--- src/source/apu_bus_pkg.sv ---
`default_nettype none

package apu_bus_pkg;

	// register offsets inside the noise voice window
	typedef enum logic [1:0] {
		REG_LEN  = 2'd0, // length load, write only
		REG_ENV  = 2'd1, // volume envelope
		REG_POLY = 2'd2, // polynomial counter
		REG_CTRL = 2'd3  // trigger and length enable
	} reg_addr_t;

	// one CPU access per cycle, wr is a single-cycle strobe
	typedef struct packed {
		logic      wr;    // write strobe
		logic      rd;    // read level
		reg_addr_t addr;  // register offset
		logic [7:0] wdata; // write data
	} apu_bus_req_t;

endpackage

`default_nettype wire

--- src/source/noise_pkg.sv ---
`default_nettype none

package noise_pkg;

	// envelope register, same bit order as the CPU byte
	typedef struct packed {
		logic [3:0] init_vol;   // bits 7:4
		logic       env_up;     // bit 3, 1 = louder
		logic [2:0] env_period; // bits 2:0, 0 freezes
	} env_cfg_t;

	// polynomial register
	typedef struct packed {
		logic [3:0] shift;    // bits 7:4, clock shift
		logic       width7;   // bit 3, short LFSR mode
		logic [2:0] div_code; // bits 2:0, divisor select
	} poly_cfg_t;

	// register image seen by the voice blocks
	typedef struct packed {
		logic [5:0] len_load; // written length
		env_cfg_t   env;
		poly_cfg_t  poly;
		logic       len_en;   // length counter enable
	} noise_regs_t;

	// base divisor before the shift, code 0 is the odd one out
	function automatic logic [6:0] lfsr_divisor(input logic [2:0] div_code);
		logic [6:0] base;
		base = (div_code == 3'd0) ? 7'd8 : {div_code, 4'b0000};
		return base;
	endfunction

endpackage

`default_nettype wire

--- src/source/frame_sequencer.sv ---
`default_nettype none
`timescale 1ns/100ps

module frame_sequencer #(
	parameter int FRAME_DIV = 64 // clocks per 256 Hz step
) (
	input  logic clk,
	input  logic arst_n,
	output logic len_tick,
	output logic env_tick
);

	localparam int CW = $clog2(FRAME_DIV);
	localparam logic [CW-1:0] LAST = CW'(FRAME_DIV - 1);

	logic [CW-1:0] cyc_cnt;
	logic [1:0]    step;

	always_ff @(posedge clk or negedge arst_n) begin
		if (!arst_n) begin
			cyc_cnt <= '0;
			step    <= 2'd0;
		end else begin
			cyc_cnt <= len_tick ? '0 : cyc_cnt + 1'b1;
			if (len_tick)
				step <= step + 2'd1; // wraps every four ticks
		end
	end

	assign len_tick = (cyc_cnt == LAST);
	assign env_tick = len_tick && (step == 2'd3); // 64 Hz

	// ticks are single-cycle and the envelope rate rides on the length rate
	tick_shape: assert property (
		@(posedge clk) disable iff (!arst_n)
		(env_tick |-> len_tick) and (len_tick |=> !len_tick)
	) else $error("frame_sequencer: tick spacing broken");

endmodule

`default_nettype wire

--- src/source/noise_channel_top.sv ---
`default_nettype none
`timescale 1ns/100ps

module noise_channel_top
	import apu_bus_pkg::*, noise_pkg::*;
#(
	parameter int FRAME_DIV = 64 // small for simulation
) (
	input  logic         clk,
	input  logic         arst_n,
	input  apu_bus_req_t bus,
	output logic [7:0]   rdata,
	output logic [3:0]   sample,
	output logic         active
);

	noise_regs_t regs;
	logic        trigger;
	logic        len_write;
	logic        len_tick;
	logic        env_tick;
	logic        dac_on;
	logic [3:0]  volume;
	logic        noise_bit;

	// DAC is off when the envelope can only ever produce silence
	assign dac_on = (regs.env.init_vol != 4'h0) || regs.env.env_up;

	noise_regs u_noise_regs (
		.clk       (clk),
		.arst_n    (arst_n),
		.bus       (bus),
		.rdata     (rdata),
		.regs      (regs),
		.trigger   (trigger),
		.len_write (len_write)
	);

	frame_sequencer #(
		.FRAME_DIV (FRAME_DIV)
	) u_frame_sequencer (
		.clk      (clk),
		.arst_n   (arst_n),
		.len_tick (len_tick),
		.env_tick (env_tick)
	);

	noise_length u_noise_length (
		.clk       (clk),
		.arst_n    (arst_n),
		.trigger   (trigger),
		.len_write (len_write),
		.len_tick  (len_tick),
		.len_load  (regs.len_load),
		.len_en    (regs.len_en),
		.dac_on    (dac_on),
		.active    (active)
	);

	noise_envelope u_noise_envelope (
		.clk      (clk),
		.arst_n   (arst_n),
		.trigger  (trigger),
		.env_tick (env_tick),
		.env      (regs.env),
		.volume   (volume)
	);

	noise_lfsr u_noise_lfsr (
		.clk       (clk),
		.arst_n    (arst_n),
		.trigger   (trigger),
		.active    (active),
		.poly      (regs.poly),
		.noise_bit (noise_bit)
	);

	// output sample, low LFSR bit inverted gates the volume
	always_ff @(posedge clk or negedge arst_n) begin
		if (!arst_n)
			sample <= 4'h0;
		else
			sample <= (active && !noise_bit) ? volume : 4'h0;
	end

endmodule

`default_nettype wire

--- src/source/noise_envelope.sv ---
`default_nettype none
`timescale 1ns/100ps

module noise_envelope
	import noise_pkg::*;
(
	input  logic       clk,
	input  logic       arst_n,
	input  logic       trigger,
	input  logic       env_tick,
	input  env_cfg_t   env,
	output logic [3:0] volume
);

	logic [2:0] per_cnt;
	logic       expire;
	logic [3:0] vol_step;

	// zero counter also counts as expired, covers a period written after trigger
	assign expire = (per_cnt <= 3'd1);

	// one step in the set direction, held at the rails
	always_comb begin
		vol_step = volume;
		if (env.env_up) begin
			if (volume != 4'hf)
				vol_step = volume + 4'd1;
		end else begin
			if (volume != 4'h0)
				vol_step = volume - 4'd1;
		end
	end

	always_ff @(posedge clk or negedge arst_n) begin
		if (!arst_n) begin
			volume  <= 4'h0;
			per_cnt <= 3'd0;
		end else if (trigger) begin
			volume  <= env.init_vol;
			per_cnt <= env.env_period;
		end else if (env_tick && env.env_period != 3'd0) begin
			if (expire) begin
				per_cnt <= env.env_period; // reload
				volume  <= vol_step;
			end else begin
				per_cnt <= per_cnt - 3'd1;
			end
		end
	end

endmodule

`default_nettype wire

--- src/source/noise_length.sv ---
`default_nettype none
`timescale 1ns/100ps

module noise_length (
	input  logic       clk,
	input  logic       arst_n,
	input  logic       trigger,
	input  logic       len_write,
	input  logic       len_tick,
	input  logic [5:0] len_load,
	input  logic       len_en,
	input  logic       dac_on,
	output logic       active
);

	logic [6:0] len_cnt; // counts 64 down to 0

	always_ff @(posedge clk or negedge arst_n) begin
		if (!arst_n) begin
			len_cnt <= 7'd0;
			active  <= 1'b0;
		end else begin
			if (len_write) begin
				len_cnt <= 7'd64 - 7'(len_load);
			end else if (trigger) begin
				if (len_cnt == 7'd0)
					len_cnt <= 7'd64; // full length after expiry
			end else if (len_tick && len_en && len_cnt != 7'd0) begin
				len_cnt <= len_cnt - 7'd1;
			end

			// trigger decides first, expiry only when no trigger this cycle
			if (trigger)
				active <= dac_on;
			else if (len_tick && len_en && len_cnt == 7'd1 && !len_write)
				active <= 1'b0; // counter reaches zero now
		end
	end

	// the voice only comes up through a trigger with the DAC powered
	active_needs_dac: assert property (
		@(posedge clk) disable iff (!arst_n)
		$rose(active) |-> $past(trigger && dac_on)
	) else $error("noise_length: active set without trigger and DAC on");

endmodule

`default_nettype wire

--- src/source/noise_lfsr.sv ---
`default_nettype none
`timescale 1ns/100ps

module noise_lfsr
	import noise_pkg::*;
(
	input  logic      clk,
	input  logic      arst_n,
	input  logic      trigger,
	input  logic      active,
	input  poly_cfg_t poly,
	output logic      noise_bit
);

	logic [21:0] period;   // divisor << shift, up to 112 << 15
	logic [21:0] div_cnt;
	logic        shift_en;
	logic [14:0] lfsr;
	logic        fb;
	logic [14:0] lfsr_next;

	assign period   = 22'(lfsr_divisor(poly.div_code)) << poly.shift;
	// >= so a smaller period written mid-count does not run the counter around
	assign shift_en = active && (div_cnt >= period - 22'd1);

	assign fb = lfsr[0] ^ lfsr[1];

	always_comb begin
		lfsr_next = {fb, lfsr[14:1]};
		if (poly.width7)
			lfsr_next[6] = fb; // short loop, 127 states
	end

	always_ff @(posedge clk or negedge arst_n) begin
		if (!arst_n) begin
			div_cnt <= '0;
			lfsr    <= '0;
		end else if (trigger) begin
			div_cnt <= '0;           // divider restarts
			lfsr    <= 15'h7fff;
		end else if (active) begin
			if (shift_en) begin
				div_cnt <= '0;
				lfsr    <= lfsr_next;
			end else begin
				div_cnt <= div_cnt + 22'd1;
			end
		end
	end

	assign noise_bit = lfsr[0];

endmodule

`default_nettype wire

--- src/source/noise_regs.sv ---
`default_nettype none
`timescale 1ns/100ps

module noise_regs
	import apu_bus_pkg::*, noise_pkg::*;
(
	input  logic         clk,
	input  logic         arst_n,
	input  apu_bus_req_t bus,
	output logic [7:0]   rdata,
	output noise_regs_t  regs,
	output logic         trigger,
	output logic         len_write
);

	// register writes land on the edge after the strobe, pulses follow for one cycle
	always_ff @(posedge clk or negedge arst_n) begin
		if (!arst_n) begin
			regs      <= '0;
			trigger   <= 1'b0;
			len_write <= 1'b0;
		end else begin
			trigger   <= 1'b0; // pulses default low
			len_write <= 1'b0;
			if (bus.wr) begin
				unique case (bus.addr)
					REG_LEN: begin
						regs.len_load <= bus.wdata[5:0]; // top two bits unused
						len_write     <= 1'b1;
					end
					REG_ENV: begin
						regs.env <= env_cfg_t'(bus.wdata);
					end
					REG_POLY: begin
						regs.poly <= poly_cfg_t'(bus.wdata);
					end
					REG_CTRL: begin
						regs.len_en <= bus.wdata[6];
						trigger     <= bus.wdata[7]; // not stored, fires once
					end
				endcase
			end
		end
	end

	// read-back, unreadable bits come back as ones
	always_comb begin
		rdata = 8'h00;
		if (bus.rd) begin
			unique case (bus.addr)
				REG_LEN:  rdata = 8'hff;                     // length is write only
				REG_ENV:  rdata = regs.env;
				REG_POLY: rdata = regs.poly;
				REG_CTRL: rdata = {1'b1, regs.len_en, 6'h3f}; // only bit 6 visible
			endcase
		end
	end

	// the bus is a single master, a cycle is either a read or a write
	wr_rd_exclusive: assert property (
		@(posedge clk) disable iff (!arst_n)
		!(bus.wr && bus.rd)
	) else $error("noise_regs: wr and rd high in the same cycle");

endmodule

`default_nettype wire

--- config.mk ---
export PLATFORM = sky130hd
export DESIGN_NAME = noise_channel_top
export DESIGN_NICKNAME = d
export VERILOG_FILES = /design/src/source/apu_bus_pkg.sv /design/src/source/noise_pkg.sv /design/src/source/frame_sequencer.sv /design/src/source/noise_channel_top.sv /design/src/source/noise_envelope.sv /design/src/source/noise_length.sv /design/src/source/noise_lfsr.sv /design/src/source/noise_regs.sv
export SDC_FILE = /design/constraint.sdc
export NUM_CORES = 1
export LEC_CHECK = 0
export BUFFER_PORTS_ARGS = -buffer_cell sky130_fd_sc_hd__buf_2
export CELL_PAD_IN_SITES_DETAIL_PLACEMENT = 0
export CELL_PAD_IN_SITES_GLOBAL_PLACEMENT = 1
export CORE_UTILIZATION = 49
export CTS_CLUSTER_SIZE = 10
export DETAILED_ROUTE_END_ITERATION = 10
export PLACE_DENSITY = 0.88
export SYNTH_ARGS = -nofsm -noshare
export SYNTH_HDL_FRONTEND = slang
export SYNTH_HIERARCHICAL = 1
export SYNTH_SLANG_ARGS = --single-unit
--- constraint.sdc ---
create_clock -name clk -period 5 [get_ports clk]
set_input_delay 0.75 -clock clk [delete_from_list [all_inputs] [get_ports clk]]
set_output_delay 0.75 -clock clk [all_outputs]
set_load 0.1 [all_outputs]
## Word level (Yosys, flattened, before mapping)

Cells that the tools add are included.

| storage, ports and cells | value |
|---|---|
| flip-flop bits (word level) | 89 |
| output and inout port bits | 13 |
| word-level logic and storage cells | 104 |

| cells by class | value |
|---|---|
| $add $sub $neg | 9 |
| order comparisons | 2 |
| equal/unequal tests | 9 |
| shifts and indexed selects | 1 |
| multiplexer cells | 31 |
| bitwise logic cells | 1 |
| reductions and logical operators | 32 |

Operators with widths:

| cell | number |
|---|---|
| 22-bit 2-to-1 mux | 3 |
| 15-bit 2-to-1 mux | 3 |
| 7-bit 2-to-1 mux | 5 |
| 8-bit one-hot mux with 4 select lines | 1 |
| 4-bit 2-to-1 mux | 7 |
| 22-bit by 1-bit adder with 22-bit output (second input constant) | 1 |
| 22-bit greater-or-equal comparator | 1 |
| 7-bit by 4-bit left shift with 22-bit output | 1 |
| 22-bit by 1-bit subtractor with 22-bit output (second input constant) | 1 |
| 2-bit AND reduction | 6 |
| 2-bit nonzero test | 5 |
| 3-bit 2-to-1 mux | 3 |
| 3-bit nonzero test | 3 |
| 1-bit logical AND | 8 |
| 8-bit 2-to-1 mux | 1 |
| 4-bit nonzero test | 2 |
| 7-bit by 1-bit == test with 1-bit output (second input constant) | 1 |
| 7-bit zero test | 1 |
| 1-bit 2-to-1 mux | 7 |
| 7-bit nonzero test | 1 |
| 7-bit by 1-bit subtractor with 7-bit output (second input constant) | 1 |
| 7-bit by 6-bit subtractor with 7-bit output (first input constant) | 1 |
| 6-bit by 1-bit adder with 6-bit output (second input constant) | 1 |
| 2-bit == test (second input constant) | 3 |
| other kinds (16) | 18 |

## Depth between registers and ports, before layout

| logic depth | value |
|---|---|
| depth in word-level cells | 9 |
| gate-level depth with buffers | 20 |
| gate-level depth less buffers | 15 |

## Hierarchy

The synthesis kept the hierarchy.

By module, submodules not included:

| module | instances | cells each | area each (um^2) | sequential area each (um^2) |
|---|---|---|---|---|
| noise_lfsr | 1 | 409 | 3211.8 | 925.9 |
| noise_regs | 1 | 70 | 1081.0 | 625.6 |
| noise_length | 1 | 75 | 619.3 | 200.2 |
| noise_envelope | 1 | 58 | 555.5 | 175.2 |
| frame_sequencer | 1 | 28 | 355.3 | 200.2 |
| noise_channel_top | 1 | 12 | 151.4 | 100.1 |

## Worst setup path before layout

No wires, ideal clock.

| path | value |
|---|---|
| path kind | reg-to-reg |
| start | reg u_noise_regs/regs[5] (netlist name) |
| end | reg u_noise_lfsr.div_cnt[10] |
| arrival time | 4.038 ns |
| required time | 4.879 ns |
| path slack | 0.841 ns |
| stages on the path, launching flop included | 20 |
| buffers on the path | 5 |
| cells stage by stage | dfrtp_1 -> buf_2 -> buf_2 -> buf_2 -> nor2b_1 -> a21oi_1 -> or3_1 -> ha_1 -> clkbuf_1 -> inv_1 -> or4_1 -> mux2i_1 -> nor2_1 -> ha_1 -> nand4_1 -> nor4_1 -> a221oi_1 -> a31oi_1 -> buf_2 -> nor2_1 |

| on the way | value |
|---|---|
| word-level cells in the longest chain between the ends | 7 |

Ends and longest elaborated chain:

| element | RTL line | source |
|---|---|---|
| 7-bit by 4-bit left shift with 22-bit output | noise_lfsr.sv:22 | `assign period = 22'(lfsr_divisor(poly.div_code)) << poly.shift;` |
| 22-bit by 1-bit subtractor with 22-bit output | noise_lfsr.sv:24 | `assign shift_en = active && (div_cnt >= period - 22'd1);` |
| 22-bit greater-or-equal comparator | noise_lfsr.sv:24 |  |
| 1-bit logical AND | noise_lfsr.sv:24 |  |
| 22-bit 2-to-1 mux | noise_lfsr.sv:42 | `if (shift_en) begin` |
| 22-bit 2-to-1 mux | noise_lfsr.sv:41 | `end else if (active) begin` |
| 22-bit 2-to-1 mux | noise_lfsr.sv:38 | `end else if (trigger) begin` |
| end signal, assigned | noise_lfsr.sv:46 | `div_cnt <= div_cnt + 22'd1;` |
| end, declared | noise_lfsr.sv:16 | `logic [21:0] div_cnt;` |

No other way between the ends. The select of a mux whose other input is x is not followed.
A chain may end at the register's enable or synchronous reset.

## Final worst setup path

| path | value |
|---|---|
| start | reg u_noise_regs/regs[3] (netlist name) |
| end | reg u_noise_lfsr.lfsr[12] |

| on the way | value |
|---|---|
| word-level cells in the longest chain between the ends | 8 |

Ends and longest elaborated chain:

| element | RTL line | source |
|---|---|---|
| 3-bit zero test | noise_pkg.sv:30 | `base = (div_code == 3'd0) ? 7'd8 : {div_code, 4'b0000};` |
| 7-bit 2-to-1 mux * | noise_pkg.sv:30 |  |
| 7-bit by 4-bit left shift with 22-bit output * | noise_lfsr.sv:22 |  |
| 22-bit by 1-bit subtractor with 22-bit output * | noise_lfsr.sv:24 |  |
| 22-bit greater-or-equal comparator * | noise_lfsr.sv:24 |  |
| 1-bit logical AND * | noise_lfsr.sv:24 |  |
| 2-bit nonzero test (no line) * | - |  |
| 2-bit AND reduction (no line) * | - |  |
| end signal, assigned | noise_lfsr.sv:44 | `lfsr <= lfsr_next;` |
| end, declared | noise_lfsr.sv:18 | `logic [14:0] lfsr;` |

Every way passes the cells marked *; elsewhere a longest branch is shown, timed or not.

==> metrics.cfg <==
[route]
drtIter0Drc=319
drtAntennaViolNets=0
wl_per_cell_um=16.78
via_per_inst=6.048
vias=4905
drc=0
drt-pass1-iter-count=5
routed_wl_mm=13.61

[floorplanning]
dieArea_mm2=0.01264
start_util_pct=51.23
die_height_um=112.4
num_rows=39
die_x_um=112.4
io_pins=27
coreArea_mm2=0.01166

[timing]
maxSlewHeadroom_pct=35.57
rsz0062_at_grt=no
finalCritPeriodShare_pct=90.74
whs_ns=0.3840
slew_viol_final=0
skew_ns=0.01151
clock.fmax_mhz=220.4
finalSetupTns_ns=0
final-hold-violation-count=0
tightest_slew_ns=0.9665
setup_viol=0
finalCriticalPeriod_ns=4.537

[worst_setup_path]
r2r_slack_ns=0.46
crit_start=u_noise_regs/regs[3]
critPathRequiredTime_ns=5.25
r2r_start=u_noise_regs/regs[3]
cp-start-kind=register
arrival_ns=4.79
crit_fanout=23
reg2reg_to=u_noise_lfsr/lfsr[12]
ff2ff_path_depth=15
crit_type=reg2reg
cp-end-kind=register

[power_and_ir_drop]
p_leak_nw=2.880
irDropWorstVdd_uv=405.2
powerDensity_mw_per_mm2=429.1

[logic_synthesis]
synth_async_sr_flop_share_pct=100.0
ys_ff_latch=89
ys_seq_area_share_pct=37.28
postSynthCellCount=652
synth_top_area_share_pct=37.28
synth_common_cells=nor2_1 (98), dfrtp_1 (89), nand2_1 (42)
yosysTopAreaCell=dfrtp_1
synth_cell_types=87
synth_fp_nets=697
synth.most_common_cell=nor2_1
synth_area_leaders=dfrtp_1 (37%), ha_1 (6.3%), nor2_1 (6.2%)
syn_area_per_cell_um2=9.163
synth_edf_count=0
yosysWarnings=6
synth_area_mm2=0.005974
synth_ff_type=dfrtp_1

[clocking]
cts_buffers=9
clkLatencyLatePin_ns=0.36
cts-htree-levels=3
cts-root-buf=clkbuf_16
cts.clk_slew.worst_paths_ns=0.08
ctsHoldBuffers=0
cts_buffer_depth=2
cts_resized=0
cts_tree=built
cts.sinks=89
postCtsSetupBuffers=0

[layout]
fin_nets=708
finalNonFillerCells=811
syn_to_final_growth_pct=7.979
diodes=0
fillers=1012
utilization_pct=55.32
drive_above_1_share_pct=16.47

[grt]
grt_usage_pct=22.85
gr-total-overflow=0
grt_pass1_vias=4707
grt_first_pass_wirelength_mm=22.91
antenna_found_initial=0
grt_max_degree=46

[placement]
dp_cells=795
io_buffer_count=26
gp_congestion=0.8854
hpwl_mm=9.828

[hold_path]
min_path_type=in2async

[flow_run]
maxCapViolations=0

[outcome]
status=completed

[cell type report]
type                       count  area [µm²]  share of cell area (%)
inverter                      23       86.33                   1.338
sequential                    89        2227                   34.52
clock buffer                   9       225.2                   3.491
clock inverter                 7       68.82                   1.067
tap                          143       178.9                   2.773
timing repair buffer          33       185.2                   2.870
multi-input combinational    507        3480                   53.94
[cells in the final DEF, fill, tap and decap left out, types with 3 or more instances in the layout]
cell,count
xnor2_1,16
o31ai_1,4
nand3_1,22
o22ai_1,3
mux2i_1,11
a31oi_1,10
clkbuf_16,9
a211o_1,4
a21oi_1,29
ha_1,30
inv_1,21
a21o_1,4
nor3b_1,3
a211oi_1,20
and3_1,8
xor2_1,16
o21ai_1,10
nand2b_1,8
and2_1,6
nor3_1,21
inv_8,3
nand3b_1,3
clkinv_4,3
dfrtp_1,89
buf_4,8
nor2b_1,6
buf_2,25
nand2_1,42
or3_1,7
nor2_1,98
o21ai_0,18
o221a_2,8
nand4_1,7
mux2_2,26
[worst max-delay path, stage by stage, from the launching register on]
cell and delay (ns):
dfrtp_1 0.75, nor2_2 0.19, a21oi_1 0.16, or3_1 0.12
ha_1 0.35, inv_1 0.14, o22ai_1 0.38, a21oi_1 0.12
a311oi_1 0.29, ha_1 0.32, nand4_1 0.16, nor4_1 0.08
a221oi_1 0.33, nand3_1 0.43, buf_4 0.33, a211oi_1 0.26
[state kept, by name, summed over array words and instances (netlist names)]
register / cells
sample: 4
u_frame_sequencer/cyc_cnt: 6
u_frame_sequencer/step: 2
u_noise_envelope/per_cnt: 3
u_noise_envelope/volume: 4
u_noise_length/active: 1
u_noise_length/len_cnt: 7
u_noise_lfsr/div_cnt: 22
u_noise_lfsr/lfsr: 15
u_noise_regs/len_write: 1
u_noise_regs/regs: 23
u_noise_regs/trigger: 1
[power breakdown]
part	total (W)	switching (W)	internal [W]
Sequential	0.00102	0.000183	0.000838
Clock	0.000671	0.000320	0.000352
Combinational	0.00108	0.000657	0.000419
[worst max path at each step]
stage	slack (ns)	endpoint	depth (start not counted)
floorplan	0.84	u_noise_lfsr/div_cnt[10]	19
global placement	0.70	u_noise_lfsr/lfsr[14]	15
detailed placement	0.54	u_noise_lfsr/lfsr[10]	15
CTS	0.52	u_noise_lfsr/lfsr[12]	15
global route	0.14	u_noise_lfsr/lfsr[12]	15
finish	0.46	u_noise_lfsr/lfsr[12]	15
[per-layer routing]
metal	vias up	wire (µm)	global-route usage (%)	share of wire, %
li1	2387	-	-	-
met1	2369	6577	31.32	48
met5	-	0	0	0
met3	23	593	4.374	4.4
met2	126	6155	35.78	45
met4	0	281	9.244	2.1
[stage by stage]
step | setup WS [ns] | power [W] | area [µm²]
5_1_grt | 0.1354 | 0.002943 | 6451
2_1_floorplan | 0.8410 | 0.001861 | 5974
6_report | 0.4629 | 0.002768 | 6451
4_1_cts | 0.5170 | 0.002775 | 6451
3_5_place_dp | 0.5412 | 0.002090 | 6157
3_3_place_gp | 0.7007 | 0.002058 | 6157
[cell families after synthesis]
kind of cell | count (synthesis) | share of synthesized area [%]
xor+xnor | 32 | 4.691
simple gates | 257 | 21.95
fa+ha+maj | 31 | 6.618
buf+inv | 56 | 4.482
mux | 40 | 7.372
flops | 89 | 37.28
compound gates | 147 | 17.61
Note: power is estimated with default switching activity, not from simulation.
